### config.mk
export PLATFORM = sky130hd
export DESIGN_NAME = birdShotGame
export DESIGN_NICKNAME = d
export VERILOG_FILES = /design/src/rtl/game_pkg.sv /design/src/rtl/birdRenderer.sv /design/src/rtl/birdShotGame.sv /design/src/rtl/hitDetector.sv /design/src/rtl/rasterScan.sv /design/src/rtl/shotRenderer.sv
export VERILOG_INCLUDE_DIRS = /design/src /design/src/include
export SDC_FILE = /design/constraint.sdc
export NUM_CORES = 1
export LEC_CHECK = 0
export BUFFER_PORTS_ARGS = -buffer_cell sky130_fd_sc_hd__clkbuf_2
export CAP_MARGIN = 20
export CORE_UTILIZATION = 34
export DETAILED_ROUTE_END_ITERATION = 7
export PLACE_DENSITY = 0.51
export REMOVE_ABC_BUFFERS = 1
export SKIP_LAST_GASP = 1
export SLEW_MARGIN = 20
export SYNTH_ARGS = -nofsm -noshare
export SYNTH_HDL_FRONTEND = slang
export SYNTH_SLANG_ARGS = --single-unit
### constraint.sdc
create_clock -name clk -period 7.3 [get_ports clk]
set_input_delay 0 -clock clk [delete_from_list [all_inputs] [get_ports clk]]
set_output_delay 0 -clock clk [all_outputs]
set_load 0.1 [all_outputs]
### src/include/game_defines.svh
`ifndef GAME_DEFINES_SVH
`define GAME_DEFINES_SVH

// ~~~~~~~~~~~~~~~~~~~~
// Raster size
// ~~~~~~~~~~~~~~~~~~~~

// Kept small for simulation, a full-size raster is 640 by 480
`define GAME_H_PIXELS 64
`define GAME_V_LINES 48

// Must hold the largest of the two raster dimensions
`define GAME_COORD_W 8

// ~~~~~~~~~~~~~~~~~~~~
// Object tables
// ~~~~~~~~~~~~~~~~~~~~

`define GAME_NUM_BIRDS 2
`define GAME_NUM_SHOTS 8

// Bird square side and shot bar length share this width
`define GAME_SIZE_W 4

`define GAME_SCORE_W 16

// One host word holds one table entry of either kind
`define GAME_OBJ_W 32

`endif

### src/rtl/game_pkg.sv
`include "game_defines.svh"

package game_pkg;

	// Unused high bits of an entry, so that both entry kinds fill one host word
	localparam int ENTRY_PAD_W = `GAME_OBJ_W - 1 - 2 * `GAME_COORD_W - `GAME_SIZE_W;

	// ~~~~~~~~~~~~~~~~~~~~
	// Table entries
	// ~~~~~~~~~~~~~~~~~~~~

	// Filled square, top-left corner at birdX, birdY
	typedef struct packed {
		logic alive;
		logic [ENTRY_PAD_W-1:0] padding;
		logic [`GAME_COORD_W-1:0] birdX;
		logic [`GAME_COORD_W-1:0] birdY;
		logic [`GAME_SIZE_W-1:0] birdSize;
	} birdEntry_t;

	// Vertical bar one pixel wide, growing downwards from shotY
	typedef struct packed {
		logic active;
		logic [ENTRY_PAD_W-1:0] padding;
		logic [`GAME_COORD_W-1:0] shotX;
		logic [`GAME_COORD_W-1:0] shotY;
		logic [`GAME_SIZE_W-1:0] shotLength;
	} shotEntry_t;

	// Host data word, read as a bird or as a shot depending on the target table
	typedef union packed {
		birdEntry_t bird;
		shotEntry_t shot;
	} objWord_t;

endpackage

### src/rtl/birdRenderer.sv
`timescale 1ns/1ns
`include "game_defines.svh"

module birdRenderer (
	input logic clk,
	input logic resetN,
	input logic [`GAME_COORD_W-1:0] pixelX,
	input logic [`GAME_COORD_W-1:0] pixelY,
	input logic objWrite,
	input logic objIsShot,
	input logic [$clog2(`GAME_NUM_SHOTS)-1:0] objIndex,
	input game_pkg::objWord_t objData,
	output logic [`GAME_NUM_BIRDS-1:0] birdsDrawingRequest
);

	import game_pkg::*;

	localparam int SLOT_W = $clog2(`GAME_NUM_BIRDS);

	birdEntry_t birdTable [`GAME_NUM_BIRDS];
	logic [`GAME_COORD_W:0] birdRight [`GAME_NUM_BIRDS]; // One past the last column
	logic [`GAME_COORD_W:0] birdBottom [`GAME_NUM_BIRDS];
	logic [`GAME_NUM_BIRDS-1:0] insideBird;
	logic birdWrite;

	// Slots above the table size are dropped
	assign birdWrite = objWrite && !objIsShot && (objIndex < `GAME_NUM_BIRDS);

	// ~~~~~~~~~~~~~~~~~~~~
	// Host table
	// ~~~~~~~~~~~~~~~~~~~~

	always_ff @(posedge clk or negedge resetN) begin
		if (!resetN) begin
			for (int i = 0; i < `GAME_NUM_BIRDS; i++)
				birdTable[i] <= '0;
		end else if (birdWrite) begin
			birdTable[objIndex[SLOT_W-1:0]] <= objData.bird;
		end
	end

	// ~~~~~~~~~~~~~~~~~~~~
	// Square test per bird
	// ~~~~~~~~~~~~~~~~~~~~

	always_comb begin
		for (int i = 0; i < `GAME_NUM_BIRDS; i++) begin
			birdRight[i] = birdTable[i].birdX + birdTable[i].birdSize;
			birdBottom[i] = birdTable[i].birdY + birdTable[i].birdSize;
			insideBird[i] = birdTable[i].alive
				&& (pixelX >= birdTable[i].birdX) && ({1'b0, pixelX} < birdRight[i])
				&& (pixelY >= birdTable[i].birdY) && ({1'b0, pixelY} < birdBottom[i]);
		end
	end

	always_ff @(posedge clk or negedge resetN) begin
		if (!resetN)
			birdsDrawingRequest <= '0;
		else
			birdsDrawingRequest <= insideBird; // One cycle behind the coordinates
	end

endmodule

### src/rtl/birdShotGame.sv
`timescale 1ns/1ns
`include "game_defines.svh"

module birdShotGame (
	input logic clk,
	input logic resetN,
	input logic objWrite,
	input logic objIsShot,
	input logic [$clog2(`GAME_NUM_SHOTS)-1:0] objIndex,
	input game_pkg::objWord_t objData,
	output logic [`GAME_COORD_W-1:0] pixelX,
	output logic [`GAME_COORD_W-1:0] pixelY,
	output logic startOfFrame,
	output logic [`GAME_NUM_BIRDS-1:0] birdsDrawingRequest,
	output logic [`GAME_NUM_SHOTS-1:0] shotsDrawingRequest,
	output logic [`GAME_NUM_BIRDS-1:0] hitBirds,
	output logic [`GAME_NUM_SHOTS-1:0] hitShots,
	output logic [`GAME_SCORE_W-1:0] hitScore
);

	rasterScan scanner (
		.clk(clk),
		.resetN(resetN),
		.pixelX(pixelX),
		.pixelY(pixelY),
		.startOfFrame(startOfFrame)
	);

	// Both renderers see the whole host port and pick their own writes
	birdRenderer birdDraw (
		.clk(clk),
		.resetN(resetN),
		.pixelX(pixelX),
		.pixelY(pixelY),
		.objWrite(objWrite),
		.objIsShot(objIsShot),
		.objIndex(objIndex),
		.objData(objData),
		.birdsDrawingRequest(birdsDrawingRequest)
	);

	shotRenderer shotDraw (
		.clk(clk),
		.resetN(resetN),
		.pixelX(pixelX),
		.pixelY(pixelY),
		.objWrite(objWrite),
		.objIsShot(objIsShot),
		.objIndex(objIndex),
		.objData(objData),
		.shotsDrawingRequest(shotsDrawingRequest)
	);

	hitDetector hitDetect (
		.clk(clk),
		.resetN(resetN),
		.startOfFrame(startOfFrame),
		.birdsDrawingRequest(birdsDrawingRequest),
		.shotsDrawingRequest(shotsDrawingRequest),
		.hitBirds(hitBirds),
		.hitShots(hitShots),
		.hitScore(hitScore)
	);

endmodule

### src/rtl/hitDetector.sv
`timescale 1ns/1ns
`include "game_defines.svh"

module hitDetector (
	input logic clk,
	input logic resetN,
	input logic startOfFrame,
	input logic [`GAME_NUM_BIRDS-1:0] birdsDrawingRequest,
	input logic [`GAME_NUM_SHOTS-1:0] shotsDrawingRequest,
	output logic [`GAME_NUM_BIRDS-1:0] hitBirds,
	output logic [`GAME_NUM_SHOTS-1:0] hitShots,
	output logic [`GAME_SCORE_W-1:0] hitScore
);

	localparam int COUNT_W = $clog2(`GAME_NUM_BIRDS + 1);

	logic anyBird;
	logic anyShot;
	logic [`GAME_NUM_BIRDS-1:0] newBirdHits;
	logic [`GAME_NUM_SHOTS-1:0] newShotHits;
	logic [COUNT_W-1:0] newBirdCount;
	logic [`GAME_SCORE_W:0] scoreSum; // Extra bit catches the overflow

	assign anyBird = |birdsDrawingRequest;
	assign anyShot = |shotsDrawingRequest;

	// ~~~~~~~~~~~~~~~~~~~~
	// Collisions
	// ~~~~~~~~~~~~~~~~~~~~

	// The hit bits double as the once-per-frame flags, and the frame start wins
	assign newBirdHits = birdsDrawingRequest & {`GAME_NUM_BIRDS{anyShot}} & ~hitBirds
		& {`GAME_NUM_BIRDS{!startOfFrame}};
	assign newShotHits = shotsDrawingRequest & {`GAME_NUM_SHOTS{anyBird}} & ~hitShots;

	always_ff @(posedge clk or negedge resetN) begin
		if (!resetN) begin
			hitBirds <= '0;
			hitShots <= '0;
		end else if (startOfFrame) begin
			hitBirds <= '0; // Every object may be hit again in the new frame
			hitShots <= '0;
		end else begin
			hitBirds <= hitBirds | newBirdHits;
			hitShots <= hitShots | newShotHits;
		end
	end

	// ~~~~~~~~~~~~~~~~~~~~
	// Score
	// ~~~~~~~~~~~~~~~~~~~~

	always_comb begin
		newBirdCount = '0;
		for (int i = 0; i < `GAME_NUM_BIRDS; i++)
			newBirdCount = newBirdCount + COUNT_W'(newBirdHits[i]);
	end

	assign scoreSum = {1'b0, hitScore} + (`GAME_SCORE_W + 1)'(newBirdCount);

	// Only reset clears the score, it does not restart with the frame
	always_ff @(posedge clk or negedge resetN) begin
		if (!resetN)
			hitScore <= '0;
		else if (scoreSum[`GAME_SCORE_W])
			hitScore <= '1; // Saturate
		else
			hitScore <= scoreSum[`GAME_SCORE_W-1:0];
	end

endmodule

### src/rtl/rasterScan.sv
`timescale 1ns/1ns
`include "game_defines.svh"

module rasterScan (
	input logic clk,
	input logic resetN,
	output logic [`GAME_COORD_W-1:0] pixelX,
	output logic [`GAME_COORD_W-1:0] pixelY,
	output logic startOfFrame
);

	logic lastPixel;
	logic lastLine;

	assign lastPixel = (pixelX == `GAME_COORD_W'(`GAME_H_PIXELS - 1));
	assign lastLine = (pixelY == `GAME_COORD_W'(`GAME_V_LINES - 1));

	// ~~~~~~~~~~~~~~~~~~~~
	// Pixel and line counters
	// ~~~~~~~~~~~~~~~~~~~~

	always_ff @(posedge clk or negedge resetN) begin
		if (!resetN) begin
			pixelX <= '0;
			pixelY <= '0;
		end else begin
			if (lastPixel) begin
				pixelX <= '0;
				if (lastLine)
					pixelY <= '0; // Wrap to the top of the next frame
				else
					pixelY <= pixelY + 1'b1;
			end else begin
				pixelX <= pixelX + 1'b1;
			end
		end
	end

	// Decoded from the counters, so it is already high in the first cycle after reset
	assign startOfFrame = (pixelX == '0) && (pixelY == '0);

endmodule

### src/rtl/shotRenderer.sv
`timescale 1ns/1ns
`include "game_defines.svh"

module shotRenderer (
	input logic clk,
	input logic resetN,
	input logic [`GAME_COORD_W-1:0] pixelX,
	input logic [`GAME_COORD_W-1:0] pixelY,
	input logic objWrite,
	input logic objIsShot,
	input logic [$clog2(`GAME_NUM_SHOTS)-1:0] objIndex,
	input game_pkg::objWord_t objData,
	output logic [`GAME_NUM_SHOTS-1:0] shotsDrawingRequest
);

	import game_pkg::*;

	shotEntry_t shotTable [`GAME_NUM_SHOTS];
	logic [`GAME_COORD_W:0] shotEnd [`GAME_NUM_SHOTS]; // One below the last line of the bar
	logic [`GAME_NUM_SHOTS-1:0] onShot;
	logic shotWrite;

	// objIndex covers the whole shot table, so every slot is valid
	assign shotWrite = objWrite && objIsShot;

	// ~~~~~~~~~~~~~~~~~~~~
	// Host table
	// ~~~~~~~~~~~~~~~~~~~~

	always_ff @(posedge clk or negedge resetN) begin
		if (!resetN) begin
			for (int i = 0; i < `GAME_NUM_SHOTS; i++)
				shotTable[i] <= '0;
		end else if (shotWrite) begin
			shotTable[objIndex] <= objData.shot;
		end
	end

	// ~~~~~~~~~~~~~~~~~~~~
	// Bar test per shot
	// ~~~~~~~~~~~~~~~~~~~~

	always_comb begin
		for (int i = 0; i < `GAME_NUM_SHOTS; i++) begin
			shotEnd[i] = shotTable[i].shotY + shotTable[i].shotLength;

			// A bar is a single column
			onShot[i] = shotTable[i].active
				&& (pixelX == shotTable[i].shotX)
				&& (pixelY >= shotTable[i].shotY)
				&& ({1'b0, pixelY} < shotEnd[i]);
		end
	end

	always_ff @(posedge clk or negedge resetN) begin
		if (!resetN)
			shotsDrawingRequest <= '0;
		else
			shotsDrawingRequest <= onShot; // Lines up with the bird requests
	end

endmodule

* Word-level counts from Yosys, hierarchy flattened *
Index checks and enable logic that the tools add are counted.

storage, ports and cells
  input bits = 39
  output and inout bits = 53
  word-level logic and storage cells = 178
  flip-flop bits (word level) = 372

operators by class
  muxes and demuxes = 11
  reductions and logical operators = 44
  $lt $le $gt $ge = 29
  bitwise operators = 11
  eq/ne operators = 10
  $add $sub $neg = 16

operator list
  kind                 number
  $bwmux 256           1
  $add 8x4->9          12
  $lt 8x9->1           12
  $demux 32 s3         1
  $ge 8x8->1           12
  $bwmux 64            1
  $eq 8x8->1           8
  $mux 32              2
  $logic_and 1x1->1    38
  $demux 32 s1         1
  $mux 8               3
  $add 16x2->17        1
  $add 8x1->8 const B  2
  $and 8x8->8          2
  $eq 8x6->1 const B   2
  $logic_not 8->1      2
  $mux 16              1
  $not 8->8            1
  $or 8x8->8           1
  $reduce_or 8->1      1
  $and 2x2->2          3
  $ge 4x4->1 const B   1
  $lt 4x1->1 const B   1
  $not 3->4            1
  other kinds (10)     11

* Longest topological paths before layout *
Gate-level depths: netlist of the first run.

  word-level depth = 7
  gate-level depth with buffers = 14
  mapped depth without buffers = 14

* Cells and area by module *
From an unflattened synthesis of the first run, not the netlist that was laid out.

unflattened totals
  cells, all modules = 1641
  area, all modules = 17489.3 µm²

by module, submodules not included
  module        area an instance (µm²)  times used  sequential area each (µm²)  cells each
  shotRenderer  11521.0                 1           4404.2                      1064
  birdRenderer  3811.2                  1           1101.1                      372
  hitDetector   1208.7                  1           650.6                       116
  rasterScan    948.4                   1           400.4                       89

* Least setup slack after synthesis of the first run *
Ideal clock, no wire load.

  path type = register -> register
  from = register scanner.pixelY[0]
  to = register hitDetect.hitScore[3]
  data required time = 7.232 ns
  stages on the path, launching flop included = 15
  data arrival time = 3.872 ns
  setup slack = 3.360 ns
  path buffers = 2
  setup time = 0.068 ns
  period minus slack after synthesis = 3.940 ns
  path through = dfrtp_1 -> clkbuf_1 -> inv_1 -> ha_1 -> nand4_1 -> o21ai_0 -> nor3b_1 -> fa_1 -> ha_1 -> nand2_1 -> nor4_1 -> and3_1 -> nand3_1 -> buf_6 -> nand2_1

between the ends
  longest elaborated chain between the ends = 7

ends and longest elaborated chain
  what                    RTL line           RTL
  from (decl)             rasterScan.sv:8    output logic [`GAME_COORD_W-1:0] pixelY,
  from (signal assigned)  rasterScan.sv:32   pixelY <= pixelY + 1'b1;
  $logic_not 8->1         rasterScan.sv:40   assign startOfFrame = (pixelX == '0) && (pixelY == '0);
  $logic_and 1x1->1       rasterScan.sv:40
  $logic_not 1->1         hitDetector.sv:33  & {`GAME_NUM_BIRDS{!startOfFrame}};
  $and 2x2->2             hitDetector.sv:32  assign newBirdHits = birdsDrawingRequest & {`GAME_NUM_BIRDS{anyShot}} & ~hitBirds
  $add 1x1->2             hitDetector.sv:56  newBirdCount = newBirdCount + COUNT_W'(newBirdHits[i]);
  $add 16x2->17           hitDetector.sv:59  assign scoreSum = {1'b0, hitScore} + (`GAME_SCORE_W + 1)'(newBirdCount);
  $mux 16                 hitDetector.sv:65  else if (scoreSum[`GAME_SCORE_W])
  to (signal assigned)    hitDetector.sv:68  hitScore <= scoreSum[`GAME_SCORE_W-1:0];
  to (decl)               hitDetector.sv:12  output logic [`GAME_SCORE_W-1:0] hitScore

Every way passes these cells.
A chain may end at the register's enable or synchronous reset.

* Worst setup path after layout of the first run *
  from = register scanner.pixelY[0]
  to = register hitDetect.hitScore[6]

Same word-level chain as after synthesis.

==> results of run 1 <==
-- power by group --
group	leakage [nW]	switching [mW]	internal, mW
clock network	0.505	0.621	0.916
registers	3.27	0.213	1.73
logic	5.48	0.776	0.752
-- how the worst min path moves through the flow --
stage                                         end  startpoint  slack, ns  cells after the start
final                     shotDraw.shotTable[131]  objData[3]       0.02                      2
after global placement     hitDetect.hitScore[11]      resetN      -0.05                      1
after detailed placement   hitDetect.hitScore[11]      resetN      -0.06                      1
after floorplan             birdDraw.birdTable[0]      resetN      -0.30                      0
after global routing       shotDraw.shotTable[99]  objData[3]       0.02                      2
after CTS                  birdDraw.birdTable[32]  objData[0]      0.008                      2
-- synth_stat cells (2+ instances only) --
cell type,number,area (sq um)
sky130_fd_sc_hd__nor3_1,23,115
sky130_fd_sc_hd__o2111ai_1,16,140
sky130_fd_sc_hd__buf_2,17,85.1
sky130_fd_sc_hd__o21ai_0,118,591
sky130_fd_sc_hd__inv_1,104,390
sky130_fd_sc_hd__a221oi_1,3,26.3
sky130_fd_sc_hd__nand2_1,119,447
sky130_fd_sc_hd__buf_1,8,30.0
sky130_fd_sc_hd__nand4_1,17,106
sky130_fd_sc_hd__fa_1,13,260
sky130_fd_sc_hd__nor2b_1,31,194
sky130_fd_sc_hd__nor4_1,25,156
sky130_fd_sc_hd__o311a_1,2,20.0
sky130_fd_sc_hd__nor3b_1,5,37.5
sky130_fd_sc_hd__ha_1,233,2920
sky130_fd_sc_hd__o22ai_1,5,31.3
sky130_fd_sc_hd__dfrtp_1,262,6560
sky130_fd_sc_hd__xnor2_1,83,727
sky130_fd_sc_hd__a211oi_1,8,60.1
sky130_fd_sc_hd__a2111oi_0,4,35.0
sky130_fd_sc_hd__a21oi_1,79,395
sky130_fd_sc_hd__o311ai_0,3,26.3
sky130_fd_sc_hd__nor2_1,36,135
sky130_fd_sc_hd__buf_6,2,22.5
sky130_fd_sc_hd__a21o_1,29,218
sky130_fd_sc_hd__a31oi_1,8,50.1
sky130_fd_sc_hd__mux2_2,147,1660
sky130_fd_sc_hd__nor3_4,2,32.5
sky130_fd_sc_hd__xor2_1,75,657
sky130_fd_sc_hd__a211o_1,3,26.3
sky130_fd_sc_hd__o211ai_1,5,37.5
sky130_fd_sc_hd__nor2_2,4,25.0
sky130_fd_sc_hd__nand3_1,32,160
sky130_fd_sc_hd__nand2b_1,16,100
sky130_fd_sc_hd__and4_1,2,17.5
sky130_fd_sc_hd__or2_2,2,12.5
sky130_fd_sc_hd__clkbuf_1,25,93.8
sky130_fd_sc_hd__or4_1,8,60.1
sky130_fd_sc_hd__buf_4,5,37.5
sky130_fd_sc_hd__o21a_1,15,113
sky130_fd_sc_hd__and3_1,7,43.8
-- sequential cells by signal, summed over array words and instances (netlist names) --
register	cells
birdDraw.birdTable	42
birdDraw.birdsDrawingRequest	2
hitDetect.hitBirds	2
hitDetect.hitScore	16
hitDetect.hitShots	8
scanner.pixelX	8
scanner.pixelY	8
shotDraw.shotTable	168
shotDraw.shotsDrawingRequest	8
-- metal layers --
layer | share of wire, % | up-vias
li1 | - | 5942
met2 | 47 | 176
met3 | 3.0 | 53
met1 | 48 | 6075
met4 | 2.1 | 0
met5 | 0 | -
-- worst max-delay path: cells and delay by family (launching register included) --
| family | cells | cell delay [ns] |
|---|---|---|
| compound gates | 2 | 0.44 |
| fa+ha+maj | 3 | 0.97 |
| buf+inv | 1 | 0.56 |
| flops | 1 | 0.88 |
| simple gates | 6 | 1.70 |
-- area by class of cell --
cell class                 instances  area (sq um)
clock buffer                      47           946
multi-input combinational       1191          9770
fill                            4861         29700
tap                              664           831
inverter                         104           390
timing repair buffer             124           818
sequential                       262          6560
clock inverter                     7          63.8
-- per-stage QoR --
step | setup WS (ns) | instances | utilization, % | cell area [sq um]
5_1_grt | 2.20 | 2399 | 39.5 | 19400
6_report | 2.66 | 2399 | 39.5 | 19400
2_1_floorplan | 3.25 | 1557 | - | 16700
3_5_place_dp | 2.58 | 2326 | 37.0 | 18200
4_1_cts | 2.54 | 2399 | 39.5 | 19400
3_3_place_gp | 2.71 | 2326 | 37.0 | 18200
-- cells in the final DEF (no fill, tap or decap), types with 13 or more instances in the layout --
| master | instances |
|---|---|
| sky130_fd_sc_hd__dfrtp_1 | 262 |
| sky130_fd_sc_hd__nand2_1 | 119 |
| sky130_fd_sc_hd__o2111ai_1 | 16 |
| sky130_fd_sc_hd__o21ai_0 | 118 |
| sky130_fd_sc_hd__inv_1 | 104 |
| sky130_fd_sc_hd__nor3_1 | 23 |
| sky130_fd_sc_hd__ha_1 | 233 |
| sky130_fd_sc_hd__dlygate4sd3_1 | 18 |
| sky130_fd_sc_hd__xor2_1 | 75 |
| sky130_fd_sc_hd__nor4_1 | 25 |
| sky130_fd_sc_hd__xnor2_1 | 83 |
| sky130_fd_sc_hd__a21o_1 | 29 |
| sky130_fd_sc_hd__nand4_1 | 17 |
| sky130_fd_sc_hd__nand2b_1 | 16 |
| sky130_fd_sc_hd__clkbuf_16 | 31 |
| sky130_fd_sc_hd__fa_1 | 13 |
| sky130_fd_sc_hd__a21oi_1 | 79 |
| sky130_fd_sc_hd__nand3_1 | 32 |
| sky130_fd_sc_hd__buf_4 | 24 |
| sky130_fd_sc_hd__clkbuf_2 | 79 |
| sky130_fd_sc_hd__nor2b_1 | 31 |
| sky130_fd_sc_hd__nor2_1 | 36 |
| sky130_fd_sc_hd__o21a_1 | 15 |
| sky130_fd_sc_hd__mux2_2 | 147 |
-- cells by family after synthesis --
kind of cell             after synthesis
flip-flops                           262
XOR/XNOR                             158
buffers and inverters                161
multiplexers                         147
adder cells (fa/ha/maj)              246
AND/OR/NAND/NOR                      335
AO/OA/AOI/OAI                        305
==> flow_metrics.env, run 1 <==
export IMPL_grt_overall_usage_pct=18.3
export IMPL_post_synthesis_average_cell_area_sq_um=10.5
export IMPL_yosysWarningCount=0
export IMPL_largest_family_of_logic_cells_by_synthesized_area="adder cells"
export IMPL_worst_setup_path_end_kind="flop"
export IMPL_ys_seq_area_share_pct=38.6
export IMPL_final_layout_size_suffix_gt1_share_pct=18.4
export IMPL_clk_latency_ns=0.58
export IMPL_final_setup_viol_count=0
export IMPL_drt_pass1_iter_count=5
export IMPL_grt_use_met2_pct=31.0
export IMPL_worst_hold_slack_ns=0.0195
export IMPL_synth_edff_count=0
export IMPL_via_per_inst=5.10
export IMPL_async_reset_ff_share_pct=100
export IMPL_grt_overflow_total=0
export IMPL_design_core_area_sq_um=49100
export IMPL_vias=12200
export IMPL_rsz_0062_raised_after_global_routing="no"
export IMPL_fmax_mhz=215
export IMPL_parity_gate_share_of_the_synthesized_area_counting_xor_and_xnor_cells_pct=8.15
export IMPL_crit_reg2reg_launch="scanner.pixelY[0]"
export IMPL_timing_critical_path_fanout_max=17
export IMPL_antenna_violations_before_repair=1
export IMPL_max_stage_delay_ns=0.88
export IMPL_yosys_area_share_simple_pct=10.1
export IMPL_worst_r2r_endpoint="hitDetect.hitScore[6]"
export IMPL_hp_class="in2reg"
export IMPL_htree_num_levels=1
export IMPL_vertical_die_dimension_um=225
export IMPL_postRouteAntennaNets=0
export IMPL_die_area_sq_um=50800
export IMPL_cts_repair_resize_count=0
export IMPL_numCtsBuffers=31
export IMPL_finalClockSkew_ns=0.0178
export IMPL_max_clock_path_buffers=3
export IMPL_total_power_mw=5.01
export IMPL_post_dr_wirelength_cell_um=18.9
export IMPL_startpoint_type="flop"
export IMPL_critical_path_startpoint="scanner.pixelY[0]"
export IMPL_total_wirelength_of_the_detailed_routed_design_um=45300
export IMPL_hold_buffers_post_cts=19
export IMPL_place_detailed_hpwl_um=30600
export IMPL_floorplan_rows=81
export IMPL_boundaryPins=92
export IMPL_maximum_number_of_pins_on_one_net_before_global_route_repair=145
export IMPL_yosysUniqueCellTypes=54
export IMPL_timing_final_crit_share_pct=63.6
export IMPL_max_slew_worst_pin_slew_ns=1.03
export IMPL_cpMaxStageDelayCell="sky130_fd_sc_hd__dfrtp_1"
export IMPL_worstSetupPathType="reg2reg"
export IMPL_globalRouteMet3Util_pct=1.94
export IMPL_max_slew_violations=0
export IMPL_first_global_vias=12300
export IMPL_crit_chain="inv_1 > ha_1 > nand4_1 > o21ai_0 > nor3b_1 > fa_1 > ha_1 > nand2_1 > nor4_1 > and3_1 > nand3_1 > o21ai_0"
export IMPL_reg2regPathDepth=12
export IMPL_finalNetCount=1999
export IMPL_finalHoldViolCount=0
export IMPL_post_route_min_period_ns=4.64
export IMPL_worstPathArrival_ns=5.13
export IMPL_cellPowerDensity_nw_per_um2=258
export IMPL_finalWeightedCongestion=0.820
export IMPL_syn_to_final_growth_pct=14.1
export IMPL_floorplan_initialDensity_pct=34.6
export IMPL_synth_compound_area_share_pct=10.8
export IMPL_insertedDiodeCount=0
export IMPL_cts_reportedPaths_clkPinSlew_ns=0.06
export IMPL_critical_path_required_ns=7.79
export IMPL_synthAdderAreaFrac_pct=18.7
export IMPL_clock_tree_root_cell="sky130_fd_sc_hd__clkbuf_16"
export IMPL_postSynthRegisterBits=262
export IMPL_peakVddDrop_mv=0.181
export IMPL_cts_setup_buffers=0
export IMPL_timing_max_slew_rel_slack_pct=31.3
export IMPL_first_iter_violations=640
export IMPL_tns_ns=0
export IMPL_numPortBuffers=80
export IMPL_mappedNetlistArea_sq_um=17000
export IMPL_gr_usage_met1_pct=25.0
export IMPL_max_cap_viol_count=0
export IMPL_postSynth_topFlopCell="sky130_fd_sc_hd__dfrtp_1"
export IMPL_die_width_um=225
export IMPL_synth_cells=1614
export IMPL_run_status="finished, final reports clean"
export IMPL_static_leakage_power_nw=9.25
export IMPL_timing_critical_path_to="hitDetect.hitScore[6]"
export IMPL_drc=0
export IMPL_grt_busiest_layer="met2"
export IMPL_reg2reg_slack_ns=2.66
export IMPL_synth_mux_area_share_pct=9.75
export IMPL_cts_tree="done"
export IMPL_clock_sinks=262
export IMPL_grt_first_pass_wirelength_um=71000
Note: power is estimated with default switching activity, not from simulation.
==> inputs of run 2 (changes only) <==
--- a/config.mk
+++ b/config.mk
@@ -6,6 +6,7 @@
 export SDC_FILE = /design/constraint.sdc
 export NUM_CORES = 1
 export LEC_CHECK = 0
+export ABC_AREA = 1
 export BUFFER_PORTS_ARGS = -buffer_cell sky130_fd_sc_hd__clkbuf_2
 export CAP_MARGIN = 20
 export CORE_UTILIZATION = 34
==> constraint.sdc (replaced) <==
create_clock -name clk -period 4.8 [get_ports clk]
set_input_delay 0 -clock clk [delete_from_list [all_inputs] [get_ports clk]]
set_output_delay 0 -clock clk [all_outputs]
set_load 0.1 [all_outputs]
==> run 2 against run 1 <==
Compared with the run above: clock power up 71%; via count up 21%; routed wire length up 8.5%; highest routed layer unchanged; fmax up 29%; critical path depth up 2; clock skew down 0.0075 ns; count of clock-buffer cells in the layout unchanged; final cell count up 25%; synthesized cell count up 37%.
==> flow_metrics.env, run 2 <==
export IMPL_cellPowerDensity_nw_per_um2=381
export IMPL_multi_input_area_sq_um=9860
export IMPL_grt_overflow_total=0
export IMPL_reg2reg_slack_ns=1.20
export IMPL_finish_utilization_pct=39.5
export IMPL_htree_num_levels=2
export IMPL_place_detailed_hpwl_um=33400
export IMPL_antenna_violations_before_repair=1
export IMPL_design_core_area_sq_um=50600
export IMPL_grt_first_pass_wirelength_um=78800
export IMPL_ys_seq_area_share_pct=37.3
export IMPL_boundaryPins=92
export IMPL_fmax_mhz=278
export IMPL_hp_class="in2reg"
export IMPL_critical_path_required_ns=5.20
export IMPL_cts_tree="done"
export IMPL_dpl_cell_count=2935
export IMPL_max_slew_violations=0
export IMPL_cp_num_buf_inv=2
export IMPL_post_route_min_period_ns=3.60
export IMPL_post_synth_most_frequent_cells="557 x sky130_fd_sc_hd__nand2_1, 267 x sky130_fd_sc_hd__o21ai_0, 262 x sky130_fd_sc_hd__dfrtp_1, 246 x sky130_fd_sc_hd__inv_1, 233 x sky130_fd_sc_hd__ha_1"
export IMPL_timing_critical_path_fanout_max=16
export IMPL_floorplan_rows=82
export IMPL_postSynth_topFlopCell="sky130_fd_sc_hd__dfrtp_1"
export IMPL_synthTopCellsByArea="sky130_fd_sc_hd__dfrtp_1 37%, sky130_fd_sc_hd__ha_1 17%, sky130_fd_sc_hd__nand2_1 12%"
export IMPL_crit_chain="inv_1 > nand2_1 > inv_1 > nand4_1 > nor2_1 > nor2_1 > fa_1 > ha_1 > nand3_2 > nor3_2 > nand3_2 > nor2_2 > nand2_2 > o21ai_0"
export IMPL_vias=14800
export IMPL_mappedNetlistArea_sq_um=17600
export IMPL_peakVddDrop_mv=0.259
export IMPL_min_from="objData[16]"
export IMPL_grt_overall_usage_pct=19.1
export IMPL_layout_common_cells="557 x sky130_fd_sc_hd__nand2_1, 267 x sky130_fd_sc_hd__o21ai_0, 262 x sky130_fd_sc_hd__dfrtp_1"
export IMPL_first_global_vias=14500
export IMPL_yosysMostFrequentCell="sky130_fd_sc_hd__nand2_1"
export IMPL_finalClockSkew_ns=0.0102
export IMPL_static_leakage_power_nw=10.3
export IMPL_post_synthesis_average_cell_area_sq_um=7.94
export IMPL_timing_final_crit_share_pct=74.9
export IMPL_hold_buffers_post_cts=7
export IMPL_synth_edff_count=0
export IMPL_finalHoldViolCount=0
export IMPL_cts_reportedPaths_clkPinSlew_ns=0.05
export IMPL_clock_tree_root_cell="sky130_fd_sc_hd__clkbuf_16"
export IMPL_cts_setup_buffers=0
export IMPL_post_dr_wirelength_cell_um=16.4
export IMPL_die_width_um=229
export IMPL_async_reset_ff_share_pct=100
export IMPL_die_area_sq_um=52600
export IMPL_worstPathArrival_ns=4.00
export IMPL_total_wirelength_of_the_detailed_routed_design_um=49100
export IMPL_reg2regPathDepth=14
export IMPL_clock_sinks=262
export IMPL_crit_reg2reg_launch="scanner.pixelX[3]"
export IMPL_rsz_0062_raised_after_global_routing="no"
export IMPL_tns_ns=0
export IMPL_worst_r2r_endpoint="hitDetect.hitScore[4]"
export IMPL_yosysWarningCount=0
export IMPL_postRouteAntennaNets=0
export IMPL_numCtsBuffers=34
export IMPL_max_cap_viol_count=0
export IMPL_synth_top_cell_area_share_pct=37.3
export IMPL_numPortBuffers=80
export IMPL_fillCellCount=5180
export IMPL_max_clock_path_buffers=3
export IMPL_cts_repair_resize_count=0
export IMPL_first_iter_violations=1007
export IMPL_final_layout_size_suffix_gt1_share_pct=7.48
export IMPL_timing_max_slew_rel_slack_pct=35.0
export IMPL_mostFrequentLayoutCell="sky130_fd_sc_hd__nand2_1"
export IMPL_cpMaxStageDelayCell="sky130_fd_sc_hd__inv_1"
export IMPL_synth_largest_area_cell="sky130_fd_sc_hd__dfrtp_1"
export IMPL_via_per_inst=4.93
export IMPL_number_of_standard_cells_in_the_final_layout_excluding_fillers=2998
export IMPL_min_delay_worst_endpoint="birdDraw.birdTable[48]"
export IMPL_worst_hold_slack_ns=0.0298
export IMPL_clk_latency_ns=0.54
export IMPL_final_setup_viol_count=0
export IMPL_worst_setup_path_end_kind="flop"
export IMPL_hold_depth=3
export IMPL_yosysUniqueCellTypes=35
export IMPL_worstSetupPathType="reg2reg"
export IMPL_regMostFlops="shotDraw.shotTable"
export IMPL_run_status="finished, final reports clean"
export IMPL_finalNetCount=2591
export IMPL_drc=0
export IMPL_flip_flop_count_of_the_largest_register_after_layout=168
export IMPL_finalWeightedCongestion=0.822
export IMPL_drt_pass1_iter_count=5
export IMPL_path_delay_family="simple AND/OR/NAND/NOR gates"
export IMPL_startpoint_type="flop"
export IMPL_top_regs="shotDraw.shotTable: 168 flops, birdDraw.birdTable: 42 flops, hitDetect.hitScore: 16 flops"
export IMPL_max_slew_worst_pin_slew_ns=0.972
export IMPL_insertedDiodeCount=0
export IMPL_max_stage_delay_ns=0.58
export IMPL_vertical_die_dimension_um=229
export IMPL_ff_latch_area_sq_um=6560
export IMPL_synth_cells=2214
export IMPL_floorplan_initialDensity_pct=34.8
export IMPL_postSynthRegisterBits=262
export IMPL_maximum_number_of_pins_on_one_net_before_global_route_repair=134
export IMPL_syn_to_final_growth_pct=13.7
run 2: cell types whose count changed after synthesis, sizes merged, moves of 23 or more:
| cell | previous run | this run |
|---|---|---|
| a21oi | 79 | 115 |
| inv | 104 | 247 |
| xor2 | 75 | 51 |
| mux2 | 147 | 0 |
| xnor2 | 83 | 38 |
| o21ai | 118 | 268 |
| nor2 | 41 | 145 |
| nor2b | 31 | 0 |
| nand2 | 119 | 559 |
| nand3 | 33 | 104 |
| nor4 | 26 | 3 |
run 2: report_power, final:
group          total, mW  switching (mW)  internal (mW)  leakage [nW]
logic               2.08            1.23          0.853          6.37
registers           2.90           0.328           2.58          3.38
clock network       2.63           0.997           1.63         0.564
run 2: how the worst max path moves through the flow:
stage	startpoint	end	slack, ns	depth (start not counted)
2_1_floorplan	scanner.pixelY[0]	hitDetect.hitScore[14]	1.27	14
3_3_place_gp	scanner.pixelX[3]	hitDetect.hitScore[4]	1.27	14
3_5_place_dp	scanner.pixelX[3]	hitDetect.hitScore[6]	1.22	14
4_1_cts	scanner.pixelX[3]	hitDetect.hitScore[4]	1.20	14
5_1_grt	scanner.pixelX[3]	hitDetect.hitScore[4]	0.91	14
6_report	scanner.pixelX[3]	hitDetect.hitScore[4]	1.20	14
run 2: tightest hold or removal path, delay by kind of cell:
family                 cells  cell delay [ns]
AOI/OAI and AO/OA          1             0.23
buffers and inverters      2             0.30
run 2: kinds of logic after synthesis:
group,Yosys count,share of synthesized area (%)
simple gates,909,21.7
compound gates,407,11.9
buf+inv,301,6.66
flops,262,37.3
fa+ha+maj,246,18.1
xor+xnor,89,4.43
run 2: routing by layer:
layer  track usage [%]  part of all wire [%]  vias to the layer above
met1              27.1                    49                     6970
met3              2.43                   4.3                       63
met4              5.10                   2.0                        0
met5                 0                     0                        -
li1                  -                     -                     7488
met2              30.5                    45                      270
run 2: final cells by class:
cell class	instances	area share (%)
clock buffers	47	5.07
clock inverters	9	0.638
inverters	247	4.64
multi-input cells	1651	49.3
flip-flops and latches	262	32.8
well taps	672	4.21
repair buffers	110	3.33
run 2: stage by stage:
| stage | setup slack, ns | area, sq um | power, mW |
|---|---|---|---|
| finish | 1.20 | 20000 | 7.61 |
| global route | 0.915 | 20000 | 8.21 |
| CTS | 1.20 | 20000 | 7.72 |
| detailed placement | 1.22 | 18800 | 5.02 |
| global placement | 1.27 | 18800 | 4.94 |
| floorplan | 1.27 | 17300 | 4.46 |
